--- src/hdl/input_sync.sv ---
// cabinet input synchronizer
// brings coins, start buttons, service, the hyper mode level, joysticks
// and board jumpers into clk through two flops, then splits them
// into the groups used by the player ports and the system byte

`timescale 1ns/1ps
`default_nettype none

module input_sync (
    input  logic            clk,
    input  logic            rst,
    input  logic [3:0]      start_button,
    input  logic [1:0]      coin_input,
    input  logic            service,
    input  logic            is_hyper,
    input  logic [6:0]      joystick1,
    input  logic [6:0]      joystick2,
    input  logic [6:0]      joystick3,
    input  logic [6:0]      joystick4,
    input  logic [2:0]      dipsw_c,
    output logic [3:0][6:0] joy_s,     // joy_s[0] is joystick1
    output logic [3:0]      start_s,
    output logic            hyper_s,
    output logic [7:0]      sys_byte
);
    // 3 jumpers, 4x7 joystick, 4 start, hyper, service, 2 coins
    logic [38:0] raw, meta, sync;
    logic [2:0]  dip_s;
    logic        service_s;
    logic [1:0]  coin_s;

    assign raw = {dipsw_c, joystick4, joystick3, joystick2, joystick1,
                  start_button, is_hyper, service, coin_input};

    always_ff @(posedge clk) begin
        if (rst) begin
            meta <= '0;
            sync <= '0;
        end else begin
            meta <= raw;    // first stage, may go metastable
            sync <= meta;
        end
    end

    assign {dip_s, joy_s, start_s, hyper_s, service_s, coin_s} = sync;

    // port 0 of the input block
    assign sys_byte = {dip_s, start_s[1:0], service_s, coin_s};

endmodule

`default_nettype wire

--- config.mk ---
export PLATFORM = sky130hd
export DESIGN_NAME = input_sync
export DESIGN_NICKNAME = d
export VERILOG_FILES = /design/src/hdl/input_sync.sv
export SDC_FILE = /design/constraint.sdc
export NUM_CORES = 1
export LEC_CHECK = 0
export BUFFER_PORTS_ARGS = -buffer_cell sky130_fd_sc_hd__buf_2
export CAP_MARGIN = 10
export CORE_MARGIN = 1
export CORE_UTILIZATION = 53
export CTS_BUF_LIST = sky130_fd_sc_hd__clkbuf_4
export DETAILED_ROUTE_END_ITERATION = 10
export PLACE_DENSITY = 0.86
export SYNTH_ARGS = -nofsm -noshare
export SYNTH_HDL_FRONTEND = slang
export SYNTH_SLANG_ARGS = --single-unit
--- constraint.sdc ---
create_clock -name clk -period 1.4 [get_ports clk]
set_clock_uncertainty 0.05 [all_clocks]
set_input_delay 0.14 -clock clk [delete_from_list [all_inputs] [get_ports clk]]
set_output_delay 0.14 -clock clk [all_outputs]
set_load 0.02 [all_outputs]
==> flow_summary.toml, run 1 <==
[sta]
hold_viol = 0
period_share_pct = 79.3
finalHoldWorstSlack_ns = 0.172
worstMarginPinSlew_ns = 0.296
slew_headroom_pct = 80.2
grt_setup_unrepaired = "false"
tns_ns = 0
setup_viol = 0
min_period_ns = 1.11
fmax_ghz = 0.900
maxSlewViolCount = 0

[place]
gp_congestion = 0.701
dp.cells = 286
dpl.hpwl_um = 2060
placed_area_mm2 = 0.00253
port_buffers = 81

[power_and_ir_drop]
sequentialPowerShare_pct = 58.3
peakVddDrop_v = 0.00114
p_int_mw = 3.19
powerDensity_mw_per_mm2 = 1310
switching_share_pct = 20.7
switching_power_uw = 832
power_leakage_nw = 1.44
p_comb_share_pct = 8.9
power_frac_clock_pct = 32.8

[route]
routedWlPerCell_um = 11.6
routed_wirelength_um = 3970
via_per_inst = 4.24
drtPass1Iterations = 4
drc = 0
drtIter0Drc = 76
via_count = 1446
ant_nets = 0

[cells_and_area]
instances_no_fill = 341
drive_gt1_share_pct = 33.4
nFillCells = 224
nNetsFinal = 329
area_growth_pct = 44.7
fin_area_mm2 = 0.00307
diodes = 0

[floorplan]
ioPinCount = 82
die_x_um = 65.2
core_area_mm2 = 0.00374
die_area_mm2 = 0.00426
rows = 22
die_h_um = 65.2
start_util_pct = 56.6

[worst_setup_path]
r2r_slack_ns = 0.79
cp_data_required_time_ns = 1.21
startpoint_type = "register"
crit_buf_inv = 1
end_kind = "primary output"
crit_slowest_cell = "dfxtp_1"
cp_max_fo = 2
worst_ep_arrival_time_ns = 0.92
cpPeakStageDelay_ns = 0.35
crit_type = "reg -> out"
cpLargestDelayFamily = "flip-flops"
cp_cell_sequence = "buf_2"

[run]
max_cap_violations = 0

[logic_synthesis]
synth_cells = 166
synth_edf_count = 0
syn-cell-area_mm2 = 0.00212
ys_top_cells_by_area = "dfxtp_1 74%, nor2b_1 23%, buf_2 1.2%"
ys_seq_area_share_pct = 73.7
ys_seq_elements = 78
synth_top_cell_by_area = "dfxtp_1"
ys_warn_count = 0
yosys-top-cells-count = "78 x dfxtp_1, 78 x nor2b_1, 5 x buf_2"
yosysTopAreaCellShare_pct = 73.7
syn_nets = 207
syn-mean-instance-area_um2 = 12.8
synthDistinctLibCells = 5
synth_ff_type = "dfxtp_1"
ys_async_sr_fraction_pct = 0

[clock_tree]
insertion_delay_ns = 0.39
ctsResizeCount = 0
clock_path_buffers = 2
cts_inserted_buffers = 9
clkTransAtPathRegs_ns = 0.10
htreeDepth = 3
cts_sinks = 78
tritoncts = "yes"
root_buffer = "clkbuf_4"

[run_status]
status = "complete, no violations"

[grt]
antenna_found_initial = 0
grt_usage_pct = 21.6
grt_max_degree = 79
globalRouteOverflowTotal = 0
grt_pass1_vias = 1510
grt_pass1_wl_um = 6540

[hold_path]
hp-class = "in -> reg"
what timing repair did:
action | in CTS | in global routing
buffers inserted | 0 | 0
hold buffers | 39 | 0
hold endpoints to repair | 39 | 0
sequential cells by signal, summed over array words and instances, names as in the netlist:
register	cells
sync	39
meta	39
worst paths after layout:
check,start,endpoint,cells after the start
hold reg to reg,meta[25],sync[25],1
setup / recovery,sync[4],sys_byte[3],1
setup reg to reg,meta[11],sync[11],1
hold / removal,rst,sync[5],3
power groups by stage:
stage               combinational (mW)  sequential, mW  clock, mW
floorplan                        0.108            2.45          0
global placement                 0.263            2.39          0
detailed placement               0.270            2.39          0
CTS                              0.354            2.34       1.35
global route                     0.390            2.35       1.47
finish                           0.359            2.34       1.32
layer usage:
layer,global-route usage (%),vias up,part of all wire (%)
li1,-,740,-
met2,37.2,63,50
met4,14.1,0,2.9
met5,0,-,0
met3,8.16,13,6.5
met1,21.4,630,40
logic make-up after synthesis:
group | count (synthesis) | share of synthesized area (%)
flip-flops | 78 | 73.7
AND/OR/NAND/NOR | 78 | 23.0
buffers and inverters | 10 | 3.31
per-stage QoR:
stage          setup slack [ns]  total power, mW  utilization (%)
2_1_floorplan             0.615             2.56                -
3_3_place_gp              0.606             2.65             67.7
3_5_place_dp              0.576             2.66             67.7
4_1_cts                   0.288             4.05             82.0
5_1_grt                   0.219             4.22             82.0
6_report                  0.289             4.02             82.0
placed cells by master (no fill, tap or decap):
master         synthesis  final
buf_12                 0      1
buf_2                  5     81
bufinv_16              0      1
clkbuf_4               0     15
dfxtp_1               78     78
dlygate4sd3_1          0     39
nor2b_1               78     78
layout make-up:
cell class,instances,area (um^2),area share (%)
Timing Repair Buffer,121,816,26.6
Clock buffer,15,113,3.67
Tap cell,48,60.1,1.96
Sequential cell,78,1560,50.9
Clock inverter,1,30.0,0.979
Multi-Input combinational cell,78,488,15.9
Note: power is estimated with default switching activity, not from simulation.
==> run 2, diff against run 1 <==
- CORE_UTILIZATION: 53 -> 49
- PLACE_DENSITY: 0.86 -> 0.8
- clock period: 1.4 -> 1.15 ns (I/O delays scaled with it)
==> flow_summary.toml, run 2 (synthesis gave the netlist of run 1 again) <==
[grt]
antenna_found_initial = 0
grt_pass1_vias = 1243
grt_pass1_wl_um = 5420
globalRouteOverflowTotal = 0
grt_usage_pct = 17.5
grt_max_degree = 79

[cells_and_area]
nNetsFinal = 329
final_common_cell = "buf_2"
regArea_mm2 = 0.00156
instances_no_fill = 343
utilization_pct = 75.5
drive_gt1_share_pct = 33.4
multi_input_area_um2 = 488
nFillCells = 271
layout_common_cells = "81 x buf_2, 78 x nor2b_1, 78 x dfxtp_1"
fin_area_mm2 = 0.00308
reg_top3 = "meta x39, sync x39"
diodes = 0
area_growth_pct = 45.5

[route]
via_count = 1401
drtPass1Iterations = 4
routedWlPerCell_um = 10.5
drtIter0Drc = 97
routed_wirelength_um = 3620
via_per_inst = 4.08
drc = 0
ant_nets = 0

[place]
dpl.hpwl_um = 1860
port_buffers = 81
dp.cells = 288
placed_area_mm2 = 0.00254
gp_congestion = 0.657

[floorplan]
die_h_um = 67.8
core_area_mm2 = 0.00409
die_x_um = 67.8
start_util_pct = 51.9
ioPinCount = 82
die_area_mm2 = 0.00459
rows = 23

[sta]
period_share_pct = 92.7
tns_ns = 0
grt_setup_unrepaired = "false"
hold_viol = 0
slew_headroom_pct = 80.1
min_period_ns = 1.07
fmax_ghz = 0.938
finalHoldWorstSlack_ns = 0.151
worstMarginPinSlew_ns = 0.299
setup_viol = 0
maxSlewViolCount = 0

[clock_tree]
ctsResizeCount = 0
clock_path_buffers = 2
insertion_delay_ns = 0.38
tritoncts = "yes"
cts_inserted_buffers = 9
htreeDepth = 3
cts_sinks = 78
clkTransAtPathRegs_ns = 0.12
root_buffer = "clkbuf_4"

[worst_setup_path]
cp_cell_sequence = "buf_2"
r2r-end = "sync[21]"
crit_slowest_cell = "dfxtp_1"
ff2ff_path_depth = 1
r2r_slack_ns = 0.53
startpoint_type = "register"
end_kind = "primary output"
crit_buf_inv = 1
r2r_start = "meta[21]"
cpLargestDelayFamily = "flip-flops"
cp_data_required_time_ns = 0.99
cpPeakStageDelay_ns = 0.35
worst_ep_arrival_time_ns = 0.90
cp_max_fo = 2
crit_type = "reg -> out"

[power_and_ir_drop]
peakVddDrop_v = 0.00126
powerDensity_mw_per_mm2 = 1630
power_leakage_nw = 1.45

[run]
max_cap_violations = 0

[hold_path]
hp-class = "in -> reg"
hold_start = "rst"
min_to = "sync[23]"
holdPathStages = 3

[run_status]
status = "complete, no violations"
## run 2: report_power, final
part	total [mW]	internal [mW]	switching, mW	leakage, nW
clock network	1.74	0.872	0.868	0.0894
logic	0.432	0.242	0.190	0.714
registers	2.85	2.83	0.0240	0.645
## run 2: layout make-up
class | instances | share of cell area [%]
Sequential cell | 78 | 50.6
Clock inverter | 7 | 2.88
Multi-Input combinational cell | 78 | 15.8
Clock buffer | 9 | 2.19
Tap cell | 50 | 2.03
Timing Repair Buffer | 121 | 26.5
## run 2: worst max-delay path by stage
| stage | from | end | slack, ns | cells past startpoint |
|---|---|---|---|---|
| finish | sync[5] | sys_byte[4] | 0.08 | 1 |
| global route | sync[5] | sys_byte[4] | 0.02 | 1 |
| CTS | sync[5] | sys_byte[4] | 0.05 | 1 |
| detailed placement | rst | meta[33] | 0.35 | 3 |
| global placement | rst | sync[31] | 0.36 | 3 |
| floorplan | sync[4] | sys_byte[3] | 0.39 | 1 |
## run 2: stage by stage
| stage | power [mW] | worst slack (ns) |
|---|---|---|
| floorplan | 3.11 | 0.390 |
| global placement | 3.23 | 0.362 |
| detailed placement | 3.24 | 0.354 |
| CTS | 5.07 | 0.0514 |
| global route | 5.29 | 0.0154 |
| finish | 5.02 | 0.0839 |
## run 2: what timing repair did
action | 4_1_cts | 5_1_grt
hold buffers | 39 | 0
hold endpoints to repair | 39 | 0
setup buffers | 0 | 0
## run 2: tightest hold or removal path: cells and delay by family
family                 cells  cell delay [ns]
buffers and inverters      2             0.32
and+or+nand+nor            1             0.12
## run 2: layer usage
metal | share of wire, % | vias up | global-route usage, % | wire [um]
met5 | 0 | - | 0 | 0
met4 | 1.2 | 0 | 13.3 | 42
met3 | 7.5 | 4 | 6.76 | 270
met2 | 50 | 54 | 26.7 | 1820
met1 | 41 | 604 | 19.6 | 1490
li1 | - | 739 | - | -
