### src/hdl/main_pkg.sv
// main board definitions
// address map pages, blocks and sub-selects of the main CPU bus,
// output latch bit indices, RAM widths and the decoded address word

`default_nettype none

package main_pkg;

    // 8 KB pages, addr[15:13]
    localparam logic [2:0] rom_page_min = 3'd2;   // pages 2..7 are program ROM
    localparam logic [2:0] page_vid     = 3'd1;   // video RAM + work RAM window
    localparam logic [2:0] page_io      = 3'd0;   // object RAM + I/O window

    // 1 KB blocks inside the I/O page, addr[12:10]
    localparam logic [2:0] blk_obj = 3'd4;
    localparam logic [2:0] blk_io  = 3'd5;

    // I/O sub-selects inside blk_io, addr[9:7]
    localparam logic [2:0] sub_intst = 3'd0;  // interrupt status, toggles obj frame
    localparam logic [2:0] sub_iow   = 3'd1;  // addressable output latch
    localparam logic [2:0] sub_snd   = 3'd2;  // sound latch
    localparam logic [2:0] sub_in5   = 3'd4;  // switch bank B
    localparam logic [2:0] sub_ior   = 3'd5;  // cabinet inputs

    // output latch bits, addr[2:0] on a write to sub_iow
    localparam logic [2:0] lat_flip     = 3'd0;
    localparam logic [2:0] lat_snd_irq  = 3'd1;
    localparam logic [2:0] lat_irq_clrn = 3'd7;  // low holds the vblank irq off
    // bits 2..6 are coin counters and test outputs, not kept here

    // work RAM is 4 KB, top half battery backed
    localparam int ram_aw = 12;
    localparam int nv_aw  = 11;

    // memory side view of a CPU address
    typedef struct packed {
        logic [2:0]  page;
        logic [1:0]  window;   // 2 KB windows in the video page
        logic [10:0] offset;
    } mem_view_t;

    // I/O side view of the same word
    typedef struct packed {
        logic [2:0] page;
        logic [2:0] block;
        logic [2:0] sub;
        logic [6:0] reg_off;   // register offset, low bits pick latch bit / input port
    } io_view_t;

    // one 16-bit word, decoded both ways
    typedef union packed {
        mem_view_t mem_view;
        io_view_t  io_view;
    } cpu_addr_u;

endpackage

`default_nettype wire

### src/hdl/cpu_bus_if.sv
// main CPU bus
// clock enable, address, direction, valid access and write data
// as seen by the address decoder, read mux, latch and RAM

`timescale 1ns/1ps
`default_nettype none

interface cpu_bus_if;
    logic        cen;    // one clk wide, once per CPU cycle
    logic [15:0] addr;
    logic        rnw;    // high on reads
    logic        vma;    // valid memory access
    logic [7:0]  dout;   // CPU write data

    // driven from the top level ports
    modport src  (output cen, addr, rnw, vma, dout);

    // everything on the board only listens
    modport user (input  cen, addr, rnw, vma, dout);
endinterface

`default_nettype wire

### src/hdl/main_addr_dec.sv
// main CPU address decoder
// turns the bus address into chip select levels for ROM, video RAM,
// work RAM, object RAM and the I/O block registers
// all selects are combinational and qualified by vma

`timescale 1ns/1ps
`default_nettype none

module main_addr_dec (
    cpu_bus_if.user bus,
    output logic    rom_cs,
    output logic    vram_cs,
    output logic    ram_cs,
    output logic    objram_cs,
    output logic    intst_cs,
    output logic    iow_cs,
    output logic    snd_data_cs,
    output logic    in5_cs,
    output logic    ior_cs
);
    import main_pkg::*;

    cpu_addr_u a;

    assign a = bus.addr;

    always_comb begin
        // ROM only answers reads, 4000-FFFF
        rom_cs      = bus.vma && bus.rnw && (a.mem_view.page >= rom_page_min);
        vram_cs     = 1'b0;
        ram_cs      = 1'b0;
        objram_cs   = 1'b0;
        intst_cs    = 1'b0;
        iow_cs      = 1'b0;
        snd_data_cs = 1'b0;
        in5_cs      = 1'b0;
        ior_cs      = 1'b0;

        if (bus.vma) begin
            if (a.mem_view.page == page_vid) begin
                case (a.mem_view.window)
                    2'd0, 2'd1: vram_cs = 1'b1;   // two 2 KB video banks
                    2'd2, 2'd3: ram_cs  = 1'b1;   // window 3 is the NVRAM half
                    default: ;
                endcase
            end
            if (a.mem_view.page == page_io) begin
                if (a.io_view.block == blk_obj)
                    objram_cs = 1'b1;
                else if (a.io_view.block == blk_io) begin
                    case (a.io_view.sub)
                        sub_intst: intst_cs    = 1'b1;
                        sub_iow:   iow_cs      = 1'b1;
                        sub_snd:   snd_data_cs = 1'b1;
                        sub_in5:   in5_cs      = 1'b1;
                        sub_ior:   ior_cs      = 1'b1;
                        default: ;                     // 3, 6, 7 unused
                    endcase
                end
            end
        end
    end

    // no two devices may ever drive the read bus together
    a_sel_onehot: assert final ($onehot0({rom_cs, vram_cs, ram_cs, objram_cs,
                                          intst_cs, iow_cs, snd_data_cs,
                                          in5_cs, ior_cs}))
        else $error("address decoder raised more than one select for %h", bus.addr);

endmodule

`default_nettype wire

### src/flat_wrapper.sv
// flat-port wrapper written by rule: the top's interface ports become plain ports
module main_addr_dec_flat import main_pkg::*;
  (rom_cs, vram_cs, ram_cs, objram_cs, intst_cs, iow_cs, snd_data_cs, in5_cs, ior_cs, bus_cen, bus_addr, bus_rnw, bus_vma, bus_dout);
  cpu_bus_if bus_i ();
  output logic rom_cs;
  output logic vram_cs;
  output logic ram_cs;
  output logic objram_cs;
  output logic intst_cs;
  output logic iow_cs;
  output logic snd_data_cs;
  output logic in5_cs;
  output logic ior_cs;
  input wire logic [$bits(bus_i.cen)-1:0] bus_cen;
  input wire logic [$bits(bus_i.addr)-1:0] bus_addr;
  input wire logic [$bits(bus_i.rnw)-1:0] bus_rnw;
  input wire logic [$bits(bus_i.vma)-1:0] bus_vma;
  input wire logic [$bits(bus_i.dout)-1:0] bus_dout;
  assign bus_i.cen = bus_cen;
  assign bus_i.addr = bus_addr;
  assign bus_i.rnw = bus_rnw;
  assign bus_i.vma = bus_vma;
  assign bus_i.dout = bus_dout;
  main_addr_dec u_core (.bus(bus_i), .rom_cs(rom_cs), .vram_cs(vram_cs), .ram_cs(ram_cs), .objram_cs(objram_cs), .intst_cs(intst_cs), .iow_cs(iow_cs), .snd_data_cs(snd_data_cs), .in5_cs(in5_cs), .ior_cs(ior_cs));
endmodule
### config.mk
export PLATFORM = sky130hd
export DESIGN_NAME = main_addr_dec_flat
export DESIGN_NICKNAME = d
export VERILOG_FILES = /design/src/hdl/main_pkg.sv /design/src/hdl/cpu_bus_if.sv /design/src/hdl/main_addr_dec.sv /design/src/flat_wrapper.sv
export SDC_FILE = /design/constraint.sdc
export NUM_CORES = 1
export LEC_CHECK = 0
export BUFFER_PORTS_ARGS = -buffer_cell sky130_fd_sc_hd__buf_2
export CAP_MARGIN = 0
export CELL_PAD_IN_SITES_DETAIL_PLACEMENT = 0
export CELL_PAD_IN_SITES_GLOBAL_PLACEMENT = 1
export CORE_AREA = 2 2 39 41
export DETAILED_ROUTE_END_ITERATION = 8
export DIE_AREA = 0 0 41 43
export GPL_TIMING_DRIVEN = 1
export PLACE_DENSITY_LB_ADDON = 0.2
export RECOVER_POWER = 25
export SETUP_SLACK_MARGIN = 0.1
export SLEW_MARGIN = 30
export SYNTH_ARGS = -nofsm -noshare
export SYNTH_HDL_FRONTEND = slang
export SYNTH_SLANG_ARGS = --single-unit
### constraint.sdc
create_clock -name vclk -period 1.6
set_input_delay 0.32 -clock vclk [all_inputs]
set_output_delay 0.32 -clock vclk [all_outputs]
set_load 0.02 [all_outputs]
==> results.md <==
* Status: finished, final reports clean
* CP endpoint kind: output pin
* Initial antenna violation count at 0
* Worst IR drop on VDD at 0.0000581 V
* First-pass GRT wire length at 765 um
* DRT Wirelength at 560 um
* Static Leak at 0.168 nW
* DIE HEIGHT at 43 um
* Synth top area cells: nor4_1 (37%), nand4bb_1 (19%), nand2b_1 (11%), or3_4 (9.5%), o211a_1 (8.4%)
* Max Clock Freq at 657 MHz
* Final hold vios at 0
* Seq. cell area at 0 um^2
* Sequential cells at 0
* CP Data Arrival Time at 1200 ps
* GRT Util Overall at 0.0559
* Antenna Cells at 0
* Synthesized Nets at 45
* Die Width at 41 um
* CP delay by family, top: buffers and inverters
* Critical Path, Cell by Cell: buf_6, nand4bb_1, buf_6, nor4_4, buf_4
* Pwr dens at 164 mW/mm^2
* Most used routing layer: met2
* Syn-to-layout area delta at 203%
* Largest net degree at the start of global routing at 8
* Synth Area per Inst at 6.60 um^2
* Post-route DRC violation count at 0
* Area leader, netlist: nor4_1
* FILL cells at 158
* WP buf/inv at 3
* Hold Path Cell Cnt at 3
* Hold WS at 899 ps
* Via/cell ratio at 4.12
* CP Launch Type: input port
* DPL Wire Length at 448 um
* Layout Nets at 71
* Unrepaired setup endpoints after global routing: true
* WS Path Type: in -> out
* Final setup fails at 0
* Register area share after synthesis at 0
* Slew @ Worst Pin at 254 ps
* Row Count at 14
* Routed len/inst at 9.66 um
* M2 GR Usage at 0.113
* Hold_sp: bus_addr[14]
* Max incr delay on CP at 240 ps
* Total grt overflow at 0
* Crit Path Max Fanout at 7
* DR vias at 239
* Slew headroom at 0.832
* TritonRoute pass-1 iters at 2
* Clk_buf instances at 0
* Die ar. at 0.00176 mm^2
* Initial core utilization at 0.0859
* Synth warn at 0
* Global Route met3 Usage at 0
* Period minus WS final at 1520 ps
* Pins Over Slew Limit at 0
* Routability Congestion at 0.655
* Post-synth top area share at 0.368
* Global-route met1 utilization at 0.0633
* Routed Antenna Nets at 0
* Dpl cell area at 278 um^2
* DRT iter0 DRCs at 1
* Min-Delay Endpoint: vram_cs
* Core Area at 0.00138 mm^2
* Post-Layout Inst Area at 360 um^2
* Critical Path Most Common Cell: buf_6
* Share of layout cells above drive strength 1 at 0.714
* Hold Path Class: in -> out
* CP Launch Point: bus_addr[15]
* Synthesized cell area at 119 um^2
* Cells after Synth at 18
* Port Buffers at 20
* Slowest CP cell: nor4_4
* Vias in the first global route at 228
* IO Count at 36
* CP required at 1280 ps
* Synth unique cells at 9
* # Max-Cap Violations at 0
* Tcrit/Tclk final at 0.952
==> timing repair <==
action                                 in CTS  in global routing
hold buffers                                0                  0
cloned                                      0                  0
pin swaps                                   6                  0
setup endpoints to repair                   5                  5
endpoints found under the hold margin       0                  0
gates resized for setup                     7                  7
buffers inserted                            1                  0
==> final cells by class <==
class	count	area, um^2	area share
repair buffers	25	161	0.448
multi-input cells	15	171	0.476
inverters	2	7.51	0.0208
well taps	16	20.0	0.0556
==> cell families after synthesis <==
group | count (synthesis) | synth area share
AO/OA/AOI/OAI | 1 | 0.0842
buffers and inverters | 3 | 0.0947
AND/OR/NAND/NOR | 14 | 0.821
==> layer usage <==
layer	up-vias	wire length (um)
met4	0	0
li1	121	-
met2	14	270
met5	-	0
met1	104	232
met3	0	56
==> cells in the final DEF, fill, tap and decap left out <==
| cell type | Yosys | layout |
|---|---|---|
| or3_4 | 1 | 1 |
| nor4_1 | 7 | 1 |
| nor4_4 | 0 | 3 |
| clkbuf_1 | 1 | 2 |
| buf_4 | 0 | 8 |
| buf_6 | 0 | 3 |
| nand4bb_1 | 2 | 2 |
| o211a_1 | 1 | 1 |
| inv_1 | 2 | 2 |
| buf_2 | 0 | 12 |
| nand2b_1 | 2 | 2 |
| nand2_1 | 1 | 1 |
| nor4_2 | 0 | 3 |
| nor2_1 | 1 | 1 |
==> metrics by stage <==
step	setup TNS, ps	std cells	setup slack [ps]	util	total power [mW]
5_1_grt	0	58	29.3	0.260	0.0643
4_1_cts	0	58	64.2	0.236	0.0547
3_5_place_dp	0	57	6.95	0.201	0.0460
6_report	0	58	77.1	0.260	0.0590
2_1_floorplan	-477	18	-119	-	0.0159
3_3_place_gp	0	57	37.6	0.201	0.0446
==> report_power, final <==
group	switching (mW)	leakage, nW	internal [mW]	total (mW)
Clock	0	0	0	0
Combinational	0.0303	0.168	0.0287	0.0590
Sequential	0	0	0	0
Total	0.0303	0.168	0.0287	0.0590
==> synth_stat cells <==
cell type  number
clkbuf_1        1
nor2_1          1
nand4bb_1       2
nor4_1          7
nand2_1         1
inv_1           2
o211a_1         1
or3_4           1
nand2b_1        2
==> worst max-delay path by stage <==
| stage | depth (start not counted) | slack [ps] | endpoint |
|---|---|---|---|
| 2_1_floorplan | 2 | -120 | in5_cs |
| 3_3_place_gp | 4 | 40 | ior_cs |
| 3_5_place_dp | 4 | 7 | intst_cs |
| 4_1_cts | 5 | 60 | intst_cs |
| 5_1_grt | 5 | 30 | iow_cs |
| 6_report | 5 | 80 | ior_cs |
Power figures use the tool's default switching activity.
