`config.mk`:
```
export PLATFORM = sky130hd
export DESIGN_NAME = main_io_ctrl_flat
export DESIGN_NICKNAME = d
export VERILOG_FILES = /design/src/hdl/main_pkg.sv /design/src/hdl/cpu_bus_if.sv /design/src/hdl/main_io_ctrl.sv /design/src/flat_wrapper.sv
export SDC_FILE = /design/constraint.sdc
export NUM_CORES = 1
export LEC_CHECK = 0
export BUFFER_PORTS_ARGS = -buffer_cell sky130_fd_sc_hd__buf_2
export CORE_AREA = 2 2 39 41
export CTS_CLUSTER_SIZE = 40
export DETAILED_ROUTE_END_ITERATION = 8
export DIE_AREA = 0 0 41 43
export REMOVE_ABC_BUFFERS = 1
export SYNTH_ARGS = -nofsm -noshare
export SYNTH_HDL_FRONTEND = slang
export SYNTH_SLANG_ARGS = --single-unit
```
`constraint.sdc`:
```
create_clock -name clk -period 1.1 [get_ports clk]
set_input_delay 0.055 -clock clk [delete_from_list [all_inputs] [get_ports clk]]
set_output_delay 0.055 -clock clk [all_outputs]
set_load 0.01 [all_outputs]
```
`src/hdl/main_pkg.sv`:
```
// main board definitions
// address map pages, blocks and sub-selects of the main CPU bus,
// output latch bit indices, RAM widths and the decoded address word

`default_nettype none

package main_pkg;

    // 8 KB pages, addr[15:13]
    localparam logic [2:0] rom_page_min = 3'd2;   // pages 2..7 are program ROM
    localparam logic [2:0] page_vid     = 3'd1;   // video RAM + work RAM window
    localparam logic [2:0] page_io      = 3'd0;   // object RAM + I/O window

    // 1 KB blocks inside the I/O page, addr[12:10]
    localparam logic [2:0] blk_obj = 3'd4;
    localparam logic [2:0] blk_io  = 3'd5;

    // I/O sub-selects inside blk_io, addr[9:7]
    localparam logic [2:0] sub_intst = 3'd0;  // interrupt status, toggles obj frame
    localparam logic [2:0] sub_iow   = 3'd1;  // addressable output latch
    localparam logic [2:0] sub_snd   = 3'd2;  // sound latch
    localparam logic [2:0] sub_in5   = 3'd4;  // switch bank B
    localparam logic [2:0] sub_ior   = 3'd5;  // cabinet inputs

    // output latch bits, addr[2:0] on a write to sub_iow
    localparam logic [2:0] lat_flip     = 3'd0;
    localparam logic [2:0] lat_snd_irq  = 3'd1;
    localparam logic [2:0] lat_irq_clrn = 3'd7;  // low holds the vblank irq off
    // bits 2..6 are coin counters and test outputs, not kept here

    // work RAM is 4 KB, top half battery backed
    localparam int ram_aw = 12;
    localparam int nv_aw  = 11;

    // memory side view of a CPU address
    typedef struct packed {
        logic [2:0]  page;
        logic [1:0]  window;   // 2 KB windows in the video page
        logic [10:0] offset;
    } mem_view_t;

    // I/O side view of the same word
    typedef struct packed {
        logic [2:0] page;
        logic [2:0] block;
        logic [2:0] sub;
        logic [6:0] reg_off;   // register offset, low bits pick latch bit / input port
    } io_view_t;

    // one 16-bit word, decoded both ways
    typedef union packed {
        mem_view_t mem_view;
        io_view_t  io_view;
    } cpu_addr_u;

endpackage

`default_nettype wire

```
`src/hdl/cpu_bus_if.sv`:
```
// main CPU bus
// clock enable, address, direction, valid access and write data
// as seen by the address decoder, read mux, latch and RAM

`timescale 1ns/1ps
`default_nettype none

interface cpu_bus_if;
    logic        cen;    // one clk wide, once per CPU cycle
    logic [15:0] addr;
    logic        rnw;    // high on reads
    logic        vma;    // valid memory access
    logic [7:0]  dout;   // CPU write data

    // driven from the top level ports
    modport src  (output cen, addr, rnw, vma, dout);

    // everything on the board only listens
    modport user (input  cen, addr, rnw, vma, dout);
endinterface

`default_nettype wire

```
`src/hdl/main_io_ctrl.sv`:
```
// main board control outputs
// 74LS259 style addressable latch for flip, sound irq and irq clear,
// object frame toggle on interrupt status accesses and the
// vblank interrupt flip-flop

`timescale 1ns/1ps
`default_nettype none

module main_io_ctrl (
    input  logic    clk,
    input  logic    rst,
    cpu_bus_if.user bus,
    input  logic    iow_cs,
    input  logic    intst_cs,
    input  logic    lvbl,        // low during vertical blank
    input  logic    dip_pause,   // low freezes the game
    output logic    flip,
    output logic    snd_irq,
    output logic    obj_frame,
    output logic    irq_n
);
    import main_pkg::*;

    logic irq_clrn;
    logic intst_l;     // intst_cs seen at the previous cen
    logic lvbl_l;
    logic vb_fall;

    // latch and frame toggle, all on the CPU cen
    always_ff @(posedge clk) begin
        if (rst) begin
            flip      <= 1'b0;
            snd_irq   <= 1'b0;
            irq_clrn  <= 1'b0;
            obj_frame <= 1'b0;
            intst_l   <= 1'b0;
        end else if (bus.cen) begin
            intst_l <= intst_cs;
            if (intst_cs && !intst_l)
                obj_frame <= ~obj_frame;   // one toggle per access, not per cycle
            if (iow_cs && !bus.rnw) begin
                case (bus.addr[2:0])
                    lat_flip:     flip     <= bus.dout[0];
                    lat_snd_irq:  snd_irq  <= bus.dout[0];
                    lat_irq_clrn: irq_clrn <= bus.dout[0];
                    default: ;     // counters and test bits dropped
                endcase
            end
        end
    end

    assign vb_fall = lvbl_l && !lvbl;

    // irq flip-flop, clear wins over set
    always_ff @(posedge clk) begin
        if (rst) begin
            lvbl_l <= 1'b0;    // no fake edge right after reset
            irq_n  <= 1'b1;
        end else begin
            lvbl_l <= lvbl;
            if (!irq_clrn)
                irq_n <= 1'b1;
            else if (vb_fall && dip_pause)
                irq_n <= 1'b0;
        end
    end

    // latched clear bit must keep the CPU irq line released
    a_irq_held_off: assert property (@(posedge clk) disable iff (rst)
        !irq_clrn |=> irq_n)
        else $error("irq_n asserted while irq_clrn is low");

endmodule

`default_nettype wire

```
`src/flat_wrapper.sv`:
```
// flat-port wrapper written by rule: the top's interface ports become plain ports
module main_io_ctrl_flat import main_pkg::*;
  (clk, rst, iow_cs, intst_cs, lvbl, dip_pause, flip, snd_irq, obj_frame, irq_n, bus_cen, bus_addr, bus_rnw, bus_vma, bus_dout);
  cpu_bus_if bus_i ();
  input  logic clk;
  input  logic rst;
  input  logic iow_cs;
  input  logic intst_cs;
  input  logic lvbl;
  input  logic dip_pause;
  output logic flip;
  output logic snd_irq;
  output logic obj_frame;
  output logic irq_n;
  input wire logic [$bits(bus_i.cen)-1:0] bus_cen;
  input wire logic [$bits(bus_i.addr)-1:0] bus_addr;
  input wire logic [$bits(bus_i.rnw)-1:0] bus_rnw;
  input wire logic [$bits(bus_i.vma)-1:0] bus_vma;
  input wire logic [$bits(bus_i.dout)-1:0] bus_dout;
  assign bus_i.cen = bus_cen;
  assign bus_i.addr = bus_addr;
  assign bus_i.rnw = bus_rnw;
  assign bus_i.vma = bus_vma;
  assign bus_i.dout = bus_dout;
  main_io_ctrl u_core (.clk(clk), .rst(rst), .bus(bus_i), .iow_cs(iow_cs), .intst_cs(intst_cs), .lvbl(lvbl), .dip_pause(dip_pause), .flip(flip), .snd_irq(snd_irq), .obj_frame(obj_frame), .irq_n(irq_n));
endmodule
```
==> summary.md <==
| Metric | Value |
|---|---|
| Final Setup Violations | 0 |
| Hold Crit Class | input port to register |
| Fillers | 157 |
| Syn Area/Cell | 9.43 um^2 |
| RePlAce Congestion | 0.633 |
| Post-synthesis sequential area ratio | 0.496 |
| Fin. max-slew vios | 0 |
| Crit. End Element | register |
| Post-CTS Hold Buffers | 0 |
| First-pass GRT wire length | 890 um |
| Flop and latch count out of synthesis | 7 |
| Post-synth EDFFs | 0 |
| Post-synth top cells | 7 x dfxtp_1, 5 x nand2b_1, 4 x mux2i_1 |
| Drt wl/cell | 8.45 um |
| Worst Path Class, Setup | register to register |
| Synth warn | 0 |
| Die height | 43 um |
| Most common cell in the synthesized netlist | dfxtp_1 |
| Fin Setup TNS | 0 ps |
| Status | complete, no violations |
| Total gr overflow | 0 |
| # diodes | 0 |
| Die X | 41 um |
| Num CTS Buffers | 3 |
| Main area contributors after synthesis | dfxtp_1 50%, mux2i_1 14%, nand2b_1 11% |
| Min cycle time layout | 873 ps |
| Post-synthesis xor/xnor area fraction | 0 |
| PostCTS Resize Cnt | 0 |
| H-tree Lvls | 1 |
| Critical path's slowest cell | or3_1 |
| Buffers added on ports | 15 |
| Initial core utilization | 0.204 |
| Vias/cell | 4.12 |
| Clk slew on worst S/H paths | 50 ps |
| VDD IR-drop max | 0.000419 V |
| Worst-Margin Slew | 125 ps |
| Largest net degree at the start of global routing | 8 |
| Drt pass-1 iters | 4 |
| Vias in the first global route | 249 |
| Relative slew slack | 0.914 |
| Cell Area, Synth | 283 um^2 |
| Via count | 268 |
| MaxCap Viol Count | 0 |
| Die ar. | 0.00176 mm^2 |
| Drt drc | 0 |
| Hold WS | 45.4 ps |
| Bufs and invs on worst path | 0 |
| Detail Route Antenna Nets | 0 |
| Seq. cell area | 140 um^2 |
| Largest family of logic cells by synthesized area | simple AND/OR/NAND/NOR gates |
| CTS tree | built |
| Simple-gate area share of the yosys netlist | 0.310 |
| Fin. Hold Viols | 0 |
| Boundary Pins | 37 |
| Design Power | 0.547 mW |
| CTS Sinks | 7 |
| Site row count | 14 |
| CP delay by family, top | simple AND/OR/NAND/NOR gates |
| Synth Area in Compound Gates | 0.0531 |
| RSZ-0062 raised after global routing | no |
| Kind of start point of the critical path | register |
| Post-synth ARST share | 0 |
| Leading area contributor after synthesis | dfxtp_1 |
| CTS root buffer | clkbuf_4 |
| Arr. time, crit path | 1050 ps |
| Dominant synthesized flop cell | dfxtp_1 |
| Post-Synth Adder-Cell Area | 0 |
| Post-Syn Instances | 30 |
| Library cells used by synthesis | 12 |
| Final Instance Area | 404 um^2 |
| Multi-input gate area | 143 um^2 |
| Nets | 83 |
| Setup bufs post-CTS | 0 |
| Syn-to-layout area delta | 42.9% |
| Crit share post-route | 0.794 |
| Post-synth top area share | 0.496 |
| Cell Area, Placed | 378 um^2 |
| Initial drt markers | 2 |
| CTS Buffer Depth | 2 |
| Placed Instances | 61 |
| Total routed wirelength | 549 um |
| CP Cell Sequence | or3_1 > a21oi_1 |
| Req. time, crit path | 1280 ps |
| Core box area | 0.00138 mm^2 |
| Initial antenna violation count | 0 |
| Mux contribution to synthesized area | 0.142 |
| Skew final | 1.65 ps |
| Leak pwr | 0.200 nW |
| Fraction of layout cells with a size suffix above 1 | 0.367 |
| Final std cells w/o fill | 65 |
| Clock Latency Late Sink | 250 ps |
| CP max stage delay | 360 ps |
| Pwr/cell area | 1350 mW/mm^2 |
| Crit-path max FO | 3 |
| F_max | 1150 MHz |
| Total GRT Usage | 0.0756 |
metrics by stage:
step / setup slack [ps] / util
after floorplan: 249 / -
after global placement: 241 / 0.273
after detailed placement: 245 / 0.273
after CTS: 228 / 0.292
after global routing: 182 / 0.292
final: 227 / 0.292
where the power goes:
group          total, mW  leakage (nW)  internal [mW]  switching (mW)
Clock              0.232        0.0150          0.138          0.0939
Sequential         0.264        0.0571          0.261         0.00323
Combinational     0.0500         0.128         0.0275          0.0225
Total              0.547         0.200          0.427           0.120
metal layers:
metal	GRT usage	wire length [um]	vias to the layer above
li1	-	-	141
met1	0.0749	219	119
met2	0.125	286	8
met3	0.0314	43	0
met4	0.0400	0	0
met5	0	0	-
worst reg2reg max path, delay by kind of cell, from the launching register on:
family	cells	cell delay (ps)
compound gates	1	140
flops	1	310
simple gates	1	360
kinds of logic (layout without fill, tap and decap cells):
logic type	after synthesis	after routing
AOI/OAI and AO/OA	3	3
buffers and inverters	0	19
DFF	7	7
muxes	4	4
and+or+nand+nor	16	16
cell usage in the layout, fill, tap and decap left out, types with 2 or more instances in the layout:
cell / count
nand2_1: 3
buf_2: 15
dfxtp_1: 7
clkbuf_4: 3
nand2b_1: 5
o21ai_0: 2
nor2_1: 3
mux2i_1: 4
state kept, by name, summed over array words and instances (netlist names):
register,flops
u_core.irq_n,1
u_core.obj_frame,1
u_core.flip,1
u_core.snd_irq,1
u_core.intst_l,1
u_core.irq_clrn,1
u_core.lvbl_l,1
path summary, 6_finish.rpt:
kind             startpoint          endpoint  slack, ps  depth (start not counted)
max          u_core.intst_l  u_core.obj_frame        230                          2
min                     rst  u_core.obj_frame         50                          2
max reg2reg  u_core.intst_l  u_core.obj_frame        230                          2
min reg2reg     u_core.flip       u_core.flip        470                          2
layout make-up:
class,instances,share of cell area
Clock buffer,4,0.0650
Tap cell,16,0.0495
Multi-Input combinational cell,23,0.353
Timing Repair Buffer,15,0.186
Sequential cell,7,0.347
No activity file was read; power rests on OpenSTA's default activity.
