==> src/hdl/main_pkg.sv <==
// main board definitions
// address map pages, blocks and sub-selects of the main CPU bus,
// output latch bit indices, RAM widths and the decoded address word

`default_nettype none

package main_pkg;

    // 8 KB pages, addr[15:13]
    localparam logic [2:0] rom_page_min = 3'd2;   // pages 2..7 are program ROM
    localparam logic [2:0] page_vid     = 3'd1;   // video RAM + work RAM window
    localparam logic [2:0] page_io      = 3'd0;   // object RAM + I/O window

    // 1 KB blocks inside the I/O page, addr[12:10]
    localparam logic [2:0] blk_obj = 3'd4;
    localparam logic [2:0] blk_io  = 3'd5;

    // I/O sub-selects inside blk_io, addr[9:7]
    localparam logic [2:0] sub_intst = 3'd0;  // interrupt status, toggles obj frame
    localparam logic [2:0] sub_iow   = 3'd1;  // addressable output latch
    localparam logic [2:0] sub_snd   = 3'd2;  // sound latch
    localparam logic [2:0] sub_in5   = 3'd4;  // switch bank B
    localparam logic [2:0] sub_ior   = 3'd5;  // cabinet inputs

    // output latch bits, addr[2:0] on a write to sub_iow
    localparam logic [2:0] lat_flip     = 3'd0;
    localparam logic [2:0] lat_snd_irq  = 3'd1;
    localparam logic [2:0] lat_irq_clrn = 3'd7;  // low holds the vblank irq off
    // bits 2..6 are coin counters and test outputs, not kept here

    // work RAM is 4 KB, top half battery backed
    localparam int ram_aw = 12;
    localparam int nv_aw  = 11;

    // memory side view of a CPU address
    typedef struct packed {
        logic [2:0]  page;
        logic [1:0]  window;   // 2 KB windows in the video page
        logic [10:0] offset;
    } mem_view_t;

    // I/O side view of the same word
    typedef struct packed {
        logic [2:0] page;
        logic [2:0] block;
        logic [2:0] sub;
        logic [6:0] reg_off;   // register offset, low bits pick latch bit / input port
    } io_view_t;

    // one 16-bit word, decoded both ways
    typedef union packed {
        mem_view_t mem_view;
        io_view_t  io_view;
    } cpu_addr_u;

endpackage

`default_nettype wire

==> src/hdl/cpu_bus_if.sv <==
// main CPU bus
// clock enable, address, direction, valid access and write data
// as seen by the address decoder, read mux, latch and RAM

`timescale 1ns/1ps
`default_nettype none

interface cpu_bus_if;
    logic        cen;    // one clk wide, once per CPU cycle
    logic [15:0] addr;
    logic        rnw;    // high on reads
    logic        vma;    // valid memory access
    logic [7:0]  dout;   // CPU write data

    // driven from the top level ports
    modport src  (output cen, addr, rnw, vma, dout);

    // everything on the board only listens
    modport user (input  cen, addr, rnw, vma, dout);
endinterface

`default_nettype wire

==> src/hdl/main_read_mux.sv <==
// main CPU read data mux
// picks the cabinet byte by the low address bits and registers
// the CPU read data from the selected device on every clk

`timescale 1ns/1ps
`default_nettype none

module main_read_mux (
    input  logic            clk,
    cpu_bus_if.user         bus,
    input  logic            rom_cs,
    input  logic            vram_cs,
    input  logic            ram_cs,
    input  logic            objram_cs,
    input  logic            ior_cs,
    input  logic            in5_cs,
    input  logic [7:0]      rom_data,
    input  logic [7:0]      vram_dout,
    input  logic [7:0]      obj_dout,
    input  logic [7:0]      ram_dout,
    input  logic [7:0]      sys_byte,
    input  logic [7:0]      dipsw_a,
    input  logic [7:0]      dipsw_b,
    input  logic [1:0][7:0] port_bytes,
    output logic [7:0]      cpu_din
);
    import main_pkg::*;

    cpu_addr_u  a;
    logic [7:0] cabinet;

    assign a = bus.addr;

    // combinational so an input change lands in cpu_din on the next edge
    always_comb begin
        case (a.io_view.reg_off[1:0])
            2'd0:    cabinet = sys_byte;
            2'd1:    cabinet = port_bytes[0];   // players 1/2
            2'd2:    cabinet = port_bytes[1];   // players 3/4 or P2
            default: cabinet = dipsw_a;
        endcase
    end

    // registered on every clk, cen does not matter here
    always_ff @(posedge clk) begin
        if (rom_cs)
            cpu_din <= rom_data;
        else if (vram_cs)
            cpu_din <= vram_dout;
        else if (ram_cs)
            cpu_din <= ram_dout;
        else if (objram_cs)
            cpu_din <= obj_dout;
        else if (ior_cs)
            cpu_din <= cabinet;
        else if (in5_cs)
            cpu_din <= dipsw_b;
        else
            cpu_din <= 8'hff;   // open bus pulls high
    end

endmodule

`default_nettype wire

==> src/flat_wrapper.sv <==
// flat-port wrapper written by rule: the top's interface ports become plain ports
module main_read_mux_flat import main_pkg::*;
  (clk, rom_cs, vram_cs, ram_cs, objram_cs, ior_cs, in5_cs, rom_data, vram_dout, obj_dout, ram_dout, sys_byte, dipsw_a, dipsw_b, port_bytes, cpu_din, bus_cen, bus_addr, bus_rnw, bus_vma, bus_dout);
  cpu_bus_if bus_i ();
  input  logic clk;
  input  logic rom_cs;
  input  logic vram_cs;
  input  logic ram_cs;
  input  logic objram_cs;
  input  logic ior_cs;
  input  logic in5_cs;
  input  logic [7:0] rom_data;
  input  logic [7:0] vram_dout;
  input  logic [7:0] obj_dout;
  input  logic [7:0] ram_dout;
  input  logic [7:0] sys_byte;
  input  logic [7:0] dipsw_a;
  input  logic [7:0] dipsw_b;
  input  logic [1:0][7:0] port_bytes;
  output logic [7:0] cpu_din;
  input wire logic [$bits(bus_i.cen)-1:0] bus_cen;
  input wire logic [$bits(bus_i.addr)-1:0] bus_addr;
  input wire logic [$bits(bus_i.rnw)-1:0] bus_rnw;
  input wire logic [$bits(bus_i.vma)-1:0] bus_vma;
  input wire logic [$bits(bus_i.dout)-1:0] bus_dout;
  assign bus_i.cen = bus_cen;
  assign bus_i.addr = bus_addr;
  assign bus_i.rnw = bus_rnw;
  assign bus_i.vma = bus_vma;
  assign bus_i.dout = bus_dout;
  main_read_mux u_core (.clk(clk), .bus(bus_i), .rom_cs(rom_cs), .vram_cs(vram_cs), .ram_cs(ram_cs), .objram_cs(objram_cs), .ior_cs(ior_cs), .in5_cs(in5_cs), .rom_data(rom_data), .vram_dout(vram_dout), .obj_dout(obj_dout), .ram_dout(ram_dout), .sys_byte(sys_byte), .dipsw_a(dipsw_a), .dipsw_b(dipsw_b), .port_bytes(port_bytes), .cpu_din(cpu_din));
endmodule
==> config.mk <==
export PLATFORM = sky130hd
export DESIGN_NAME = main_read_mux_flat
export DESIGN_NICKNAME = d
export VERILOG_FILES = /design/src/hdl/main_pkg.sv /design/src/hdl/cpu_bus_if.sv /design/src/hdl/main_read_mux.sv /design/src/flat_wrapper.sv
export SDC_FILE = /design/constraint.sdc
export NUM_CORES = 1
export LEC_CHECK = 0
export ABC_CLOCK_PERIOD_IN_PS = 1520
export BUFFER_PORTS_ARGS = -buffer_cell sky130_fd_sc_hd__buf_2
export CAP_MARGIN = 40
export CORE_ASPECT_RATIO = 1.5
export CORE_MARGIN = 4
export CORE_UTILIZATION = 32
export CTS_CLUSTER_DIAMETER = 120
export DETAILED_ROUTE_END_ITERATION = 8
export GPL_ROUTABILITY_DRIVEN = 0
export HOLD_SLACK_MARGIN = 0.03
export PLACE_DENSITY_LB_ADDON = 0.05
export SETUP_SLACK_MARGIN = 0.5
export SYNTH_ARGS = -nofsm -noshare
export SYNTH_HDL_FRONTEND = slang
export SYNTH_SLANG_ARGS = --single-unit
==> constraint.sdc <==
create_clock -name clk -period 1.52 [get_ports clk]
set_input_delay 0 -clock clk [delete_from_list [all_inputs] [get_ports clk]]
set_output_delay 0 -clock clk [all_outputs]
set_load 0.005 [all_outputs]
==> flow_metrics.tcl, run 1 <==
set metrics [dict create \
    status "finished clean" \
    hp-class "input pin to register" \
    final_area_um2 1232 \
    syn-instance-count 94 \
    top_register "u_core.cpu_din" \
    wire_per_inst_um 12.65 \
    cts_setup_buffers 0 \
    cts_buffer_depth 2 \
    remaining_drc_errors 0 \
    track_usage 0.1494 \
    cts_buffers 3 \
    pin_count 114 \
    dieArea_um2 3315 \
    cts_tree "yes" \
    first_global_vias 965 \
    grt_pass1_wl_um 3960 \
    clock_sinks 8 \
    grt_antenna_before_repair 0 \
    cp.required_ps 1620 \
    place_area_um2 1210 \
    yosys_warnings 0 \
    ctsHoldBuffers 0 \
    syn_avg_cell_area_um2 8.319 \
    cts-root-buf "clkbuf_4" \
    drv_cap 0 \
    timing_hold_violations_final 0 \
    fmax_mhz 1145 \
    place_hpwl_um 2362 \
    grt_overflow 0 \
    crit_chain "buf_2 > mux4_2 > nand3_1 > a31oi_1" \
    vdd_ir_drop_max_mv 0.1897 \
    start_util 0.3421 \
    cp_data_arrival_time_ps 970 \
    slew_headroom 0.6695 \
    wl_um 2556 \
    layout-drive-gt1-share 0.5531 \
    via_count 1041 \
    fin_crit_ps 873.6 \
    top_regs "u_core.cpu_din (8)" \
    ys_seq_elements 8 \
    die_h_um 68.55 \
    vias_per_cell 5.153 \
    p_per_area_nw_per_um2 530.6 \
    synth_nets 200 \
    cp_max_fo 8 \
    startpoint_type "input pin" \
    whs_ps 46.07 \
    diodes 0 \
    syn_to_final_growth_pct 57.60 \
    grt_setup_unrepaired "no" \
    period_share 0.5747 \
    end_kind "register" \
    ant_nets 0 \
    cpPeakStageDelay_ps 540 \
    path_delay_family "multiplexers" \
    crit_type "input pin to register" \
    yosys.cell_types.count 19 \
    rows 21 \
    slew_violations 0 \
    p_leak_nw 0.6030 \
    largest_reg_flops 8 \
    core_um2 2286 \
    setup_viol 0 \
    firstDrtPassIters 4 \
    cts-resized-gates 0 \
    ys_seq_area_frac 0.2048 \
    worst-path-buf-inv 1 \
    cts.htree.levels 1 \
    nNetsFinal 287 \
    portBuffers 88 \
    tightest_slew_ps 494.7 \
    netlist_area_um2 782.0 \
    chipWidth_um 48.36 \
    dr.first_iter.drc_count 13 \
    grt_max_degree 18 \
    clk_pin_slew_worst_paths_ps 50 \
    slowest_stage "mux4_2" \
    finalSetupTns_ps 0 \
]
[cells by family after synthesis]
group	synth area share
AOI/OAI and AO/OA	0.2864
buffers and inverters	0.06719
DFF	0.2048
muxes	0.2304
and+or+nand+nor	0.2112
[routing by layer]
metal | track usage | share of wire
met5 | 0 | 0
met4 | 0.05190 | 0.0043
met3 | 0.04086 | 0.10
met2 | 0.2925 | 0.55
met1 | 0.1493 | 0.34
[cells in the final DEF, fill, tap and decap left out]
cell type and n:
a21oi_1 10, nand2b_1 4, mux4_2 8, dfxtp_1 8
or2_1 1, o22ai_1 7, buf_2 88, a31oi_1 8
nand2_1 1, clkbuf_4 3, o21ai_0 6, nor2b_1 9
o21ai_1 10, nor2_1 1, nand3_1 8, inv_1 3
or2b_1 4
[power by group]
| part | internal, mW | leakage [nW] | switching (mW) |
|---|---|---|---|
| combinational | 0.161 | 0.522 | 0.110 |
| sequential | 0.232 | 0.0675 | 0.00358 |
| clock | 0.0894 | 0.0138 | 0.0590 |
[cell type report]
class                   instances  area (µm²)
clock buffers                   3       22.52
fillers                       233        1054
inverters                       3       11.26
multi-input cells              77       569.3
flip-flops and latches          8       160.2
well taps                      23       28.78
repair buffers                 88       440.4
[path summary, 6_finish.rpt]
path / start / end / cells past startpoint
setup / recovery: bus_addr[0] / u_core.cpu_din[2]$_DFF_P_ / 4
hold / removal: vram_dout[7] / u_core.cpu_din[7]$_DFF_P_ / 3
[cell usage after synthesis]
cell / number / area [µm²]
clkbuf_1: 1 / 3.750
nand3_1: 8 / 40.04
nand2b_1: 4 / 25.02
a31oi_1: 8 / 50.05
nand2_1: 1 / 3.750
or2_1: 1 / 6.260
buf_6: 2 / 22.52
clkbuf_2: 1 / 5.000
o21ai_0: 6 / 30.03
a21oi_1: 10 / 50.05
mux4_2: 8 / 180.2
nor2b_1: 9 / 56.30
or2b_1: 4 / 30.03
o22ai_1: 7 / 43.79
o21ai_1: 10 / 50.05
inv_1: 3 / 11.26
nor2_1: 1 / 3.750
dfxtp_1: 8 / 160.2
buf_2: 2 / 10.01
[stage by stage]
stage,setup WS [ps],instances,utilization,power [mW]
6_report,646.4,202,0.5391,0.6539
2_1_floorplan,606.7,94,-,0.3801
5_1_grt,573.1,202,0.5391,0.7110
3_3_place_gp,403.3,199,0.5293,0.5052
4_1_cts,630.1,202,0.5391,0.6642
3_5_place_dp,372.0,199,0.5293,0.5128
No activity file was read; power rests on OpenSTA's default activity.
==> inputs of run 2 (changes only) <==
--- a/config.mk
+++ b/config.mk
@@ -5,12 +5,12 @@
 export SDC_FILE = /design/constraint.sdc
 export NUM_CORES = 1
 export LEC_CHECK = 0
-export ABC_CLOCK_PERIOD_IN_PS = 1520
+export ABC_CLOCK_PERIOD_IN_PS = 800
 export BUFFER_PORTS_ARGS = -buffer_cell sky130_fd_sc_hd__buf_2
 export CAP_MARGIN = 40
 export CORE_ASPECT_RATIO = 1.5
 export CORE_MARGIN = 4
-export CORE_UTILIZATION = 32
+export CORE_UTILIZATION = 27
 export CTS_CLUSTER_DIAMETER = 120
 export DETAILED_ROUTE_END_ITERATION = 8
 export GPL_ROUTABILITY_DRIVEN = 0
==> constraint.sdc (replaced) <==
create_clock -name clk -period 0.8 [get_ports clk]
set_input_delay 0 -clock clk [delete_from_list [all_inputs] [get_ports clk]]
set_output_delay 0 -clock clk [all_outputs]
set_load 0.005 [all_outputs]
==> run 2 against run 1 <==
Total power up 130%. Combinational power up 120%. Cell count up 8.9%. Clock power rose to 3.2 times the previous value. Largest cell class unchanged.
==> flow_metrics.tcl, run 2 (synthesized netlist as in run 1, its figures left out) <==
set metrics [dict create \
    status "finished clean" \
    wire_per_inst_um 13.56 \
    cp.required_ps 900 \
    crit_start "bus_addr[0]" \
    cts_tree "yes" \
    final_common_cell "buf_2" \
    slew_violations 0 \
    p_int_mw 1.122 \
    hp-class "input pin to register" \
    dieArea_um2 3839 \
    ant_nets 0 \
    period_share 0.8304 \
    cts-root-buf "clkbuf_8" \
    top_register "u_core.cpu_din" \
    met3_usage 0.03854 \
    layout-drive-gt1-share 0.6284 \
    grt_max_degree 17 \
    first_global_vias 1101 \
    fin_util 0.5043 \
    firstDrtPassIters 3 \
    fillers 283 \
    cts_setup_buffers 0 \
    clk_pin_slew_worst_paths_ps 40 \
    drv_cap 0 \
    fin_crit_ps 664.3 \
    p_total_mw 1.521 \
    power.share.clock 0.311 \
    grt_antenna_before_repair 0 \
    p_sw_mw 0.3994 \
    cts_buffers 3 \
    cp_max_fo 8 \
    top_regs "u_core.cpu_din (8)" \
    fmax_mhz 1505 \
    final_critical_path_setup_slack_ps 135.7 \
    vdd_ir_drop_max_mv 0.4653 \
    combPwrFrac 0.388 \
    start_util 0.2860 \
    p_seq_frac 0.301 \
    track_usage 0.1537 \
    final_cell_mix "buf_2, o21ai_1, a21oi_1" \
    cts_buffer_depth 2 \
    pin_count 114 \
    core_um2 2734 \
    grt_setup_unrepaired "yes" \
    largest_reg_flops 8 \
    busiest_layer "met2" \
    placedCellCount 217 \
    rows 23 \
    clock_sinks 8 \
    min-delay-start "rom_data[6]" \
    place_area_um2 1257 \
    setup_viol 0 \
    final_area_um2 1379 \
    met2_usage 0.2741 \
    sw_frac_of_total 0.2626 \
    end_kind "register" \
    p_per_area_nw_per_um2 1103 \
    vias_per_cell 4.841 \
    whs_ps 56.73 \
    portBuffers 88 \
    slew_headroom 0.8403 \
    startpoint_type "input pin" \
    use_met1 0.1782 \
    tightest_slew_ps 239.0 \
    dr.first_iter.drc_count 8 \
    cp_data_arrival_time_ps 770 \
    diodes 0 \
    die_h_um 73.91 \
    syn_to_final_growth_pct 76.32 \
    dp_slack_ps -303.9 \
    ctsHoldBuffers 0 \
    finalSetupTns_ps 0 \
    grt_pass1_wl_um 4554 \
    crit_type "input pin to register" \
    fin_cells 220 \
    p_leak_nw 0.6510 \
    timing_hold_violations_final 0 \
    nNetsFinal 291 \
    grt_overflow 0 \
    cts.htree.levels 1 \
    chipWidth_um 51.94 \
    remaining_drc_errors 0 \
    via_count 1065 \
    wl_um 2983 \
]
==> run 2: path summary, 6_finish.rpt <==
| kind | endpoint | slack [ps] | cells after the start |
|---|---|---|---|
| worst max-delay path | u_core.cpu_din[3]$_DFF_P_ | 140 | 4 |
| worst min-delay path | u_core.cpu_din[6]$_DFF_P_ | 60 | 3 |
==> run 2: critical path, stage by stage <==
cell and delay (ps):
buf_12 110, mux4_2 510, nand3_2 90, a31oi_1 60
==> run 2: cell type report <==
| type | instances | area [µm²] | area share |
|---|---|---|---|
| timing repair buffer | 92 | 504.2 | 0.3657 |
| inverter | 3 | 11.26 | 0.008167 |
| sequential | 8 | 163.9 | 0.1189 |
| clock buffer | 3 | 41.29 | 0.02995 |
| tap | 37 | 46.29 | 0.03358 |
| multi-input combinational | 77 | 611.8 | 0.4437 |
==> run 2: per-layer routing <==
layer  wire, µm  vias to the layer above
li1           -                      540
met1       1149                      459
met2       1457                       64
met3        357                        2
met4         17                        0
met5          0                        -
==> run 2: power groups by stage <==
stage / Combinational (mW) / Clock (mW) / Sequential [mW]
after floorplan: 0.264 / 0 / 0.464
after global placement: 0.539 / 0 / 0.459
after detailed placement: 0.546 / 0 / 0.458
after CTS: 0.580 / 0.483 / 0.452
after global routing: 0.654 / 0.508 / 0.461
final: 0.591 / 0.473 / 0.458
==> run 2: timing repair <==
action | 4_1_cts | 5_1_grt
pin swaps | 11 | 7
hold endpoints to repair | 0 | 0
resized for setup | 13 | 7
setup endpoints to repair | 16 | 16
==> inputs of run 3 (changes only) <==
--- a/config.mk
+++ b/config.mk
@@ -10,7 +10,7 @@
 export CAP_MARGIN = 40
 export CORE_ASPECT_RATIO = 1.5
 export CORE_MARGIN = 4
-export CORE_UTILIZATION = 27
+export CORE_UTILIZATION = 30
 export CTS_CLUSTER_DIAMETER = 120
 export DETAILED_ROUTE_END_ITERATION = 8
 export GPL_ROUTABILITY_DRIVEN = 0
==> run 3 against run 2 <==
Core utilization increased by 4.7 points. Sequential power decreased by 1%. Global-route usage about the same. Largest power group unchanged. Critical path depth decreased by 3.
==> flow_metrics.tcl, run 3 (synthesized netlist as in run 1, its figures left out) <==
set metrics [dict create \
    fillers 263 \
    grt_setup_unrepaired "yes" \
    dr.first_iter.drc_count 5 \
    fin_cells 207 \
    crit_start "u_core.cpu_din[7]$_DFF_P_" \
    crit_type "register to output pin" \
    cp.required_ps 800 \
    setup_viol 0 \
    syn_to_final_growth_pct 74.72 \
    track_usage 0.1537 \
    ctsHoldBuffers 0 \
    slowest_stage "dfxtp_2" \
    cp_data_arrival_time_ps 680 \
    p_per_area_nw_per_um2 998.8 \
    grt_pass1_wl_um 4409 \
    status "finished clean" \
    p_leak_nw 0.6386 \
    cts_buffers 3 \
    slew_violations 0 \
    cpPeakStageDelay_ps 310 \
    rows 22 \
    dp_slack_ps -302.2 \
    finalSetupTns_ps 0 \
    cts_setup_buffers 0 \
    fmax_mhz 1479 \
    firstDrtPassIters 3 \
    start_util 0.3157 \
    cts_buffer_depth 2 \
    fin_crit_ps 676.1 \
    final_common_cell "buf_2" \
    clock_sinks 8 \
    largest_reg_flops 8 \
    ant_nets 0 \
    wire_per_inst_um 13.61 \
    die_h_um 70.53 \
    via_count 1050 \
    top_regs "u_core.cpu_din (8)" \
    drv_cap 0 \
    dieArea_um2 3504 \
    cts_tree "yes" \
    placedCellCount 204 \
    nNetsFinal 291 \
    grt_overflow 0 \
    diodes 0 \
    crit_end "cpu_din[7]" \
    final_cell_mix "buf_2, nor2b_1, o21ai_1" \
    hp-class "input pin to register" \
    layout-drive-gt1-share 0.6667 \
    grt_antenna_before_repair 0 \
    first_global_vias 1045 \
    wl_um 2818 \
    remaining_drc_errors 0 \
    crit_chain "buf_2" \
    top_register "u_core.cpu_din" \
    chipWidth_um 49.69 \
    pin_count 114 \
    cts-root-buf "clkbuf_4" \
    cp_max_fo 1 \
    cp.depth 1 \
    startpoint_type "register" \
    clk_pin_slew_worst_paths_ps 50 \
    final_critical_path_setup_slack_ps 123.9 \
    period_share 0.8452 \
    p_total_mw 1.365 \
    worst-path-buf-inv 1 \
    slew_headroom 0.8460 \
    grt_max_degree 17 \
    core_um2 2477 \
    tightest_slew_ps 230.5 \
    portBuffers 88 \
    place_hpwl_um 2498 \
    timing_hold_violations_final 0 \
    cts.htree.levels 1 \
    vdd_ir_drop_max_mv 0.4273 \
    vias_per_cell 5.072 \
    end_kind "output pin" \
    path_delay_family "flip-flops" \
]
run 3: cell types whose count changed in the layout (fill, tap and decap cells not counted), sizes merged:
cell      before  now
inv            3    2
buf           92   91
clkinvlp       0    1
clkbuf         3    4
run 3: layout make-up:
type / count / area [µm²] / area share
clock buffer: 3 / 22.52 / 0.01648
inverter: 3 / 15.01 / 0.01099
multi-input combinational: 77 / 634.4 / 0.4643
sequential: 8 / 163.9 / 0.1200
tap: 24 / 30.03 / 0.02198
timing repair buffer: 92 / 500.5 / 0.3663
run 3: routing by layer:
| metal | routed length, µm | vias up | track usage |
|---|---|---|---|
| met3 | 342 | 4 | 0.05053 |
| met1 | 1061 | 448 | 0.1834 |
| met5 | 0 | - | 0 |
| met4 | 31 | 0 | 0.04615 |
| met2 | 1382 | 58 | 0.2592 |
| li1 | - | 540 | - |
run 3: how the worst min path moves through the flow:
stage / start / to / slack (ps) / cells after the start
after floorplan: rom_data[6] / u_core.cpu_din[6]$_DFF_P_ / 190 / 2
after global placement: vram_dout[0] / u_core.cpu_din[0]$_DFF_P_ / 300 / 3
after detailed placement: vram_dout[2] / u_core.cpu_din[2]$_DFF_P_ / 300 / 3
after CTS: vram_dout[2] / u_core.cpu_din[2]$_DFF_P_ / 40 / 3
after global routing: rom_data[6] / u_core.cpu_din[6]$_DFF_P_ / 70 / 3
final: ram_dout[7] / u_core.cpu_din[7]$_DFF_P_ / 30 / 3
run 3: repair_timing:
action	CTS	global route
pin swaps	13	7
endpoints found under the setup margin	16	16
gates resized for setup	14	13
run 3: metrics by stage:
step                hold slack (ps)  utilization  area (µm²)
finish                        31.66       0.5515        1366
global placement              296.5       0.5010        1241
CTS                           41.25       0.5333        1321
global route                  73.05       0.5515        1366
floorplan                     190.5            -       790.8
detailed placement            300.9       0.5010        1241
run 3: power by group:
group | switching [mW] | total, mW | internal, mW
combinational | 0.245 | 0.598 | 0.353
sequential | 0.0109 | 0.453 | 0.442
clock | 0.141 | 0.313 | 0.172
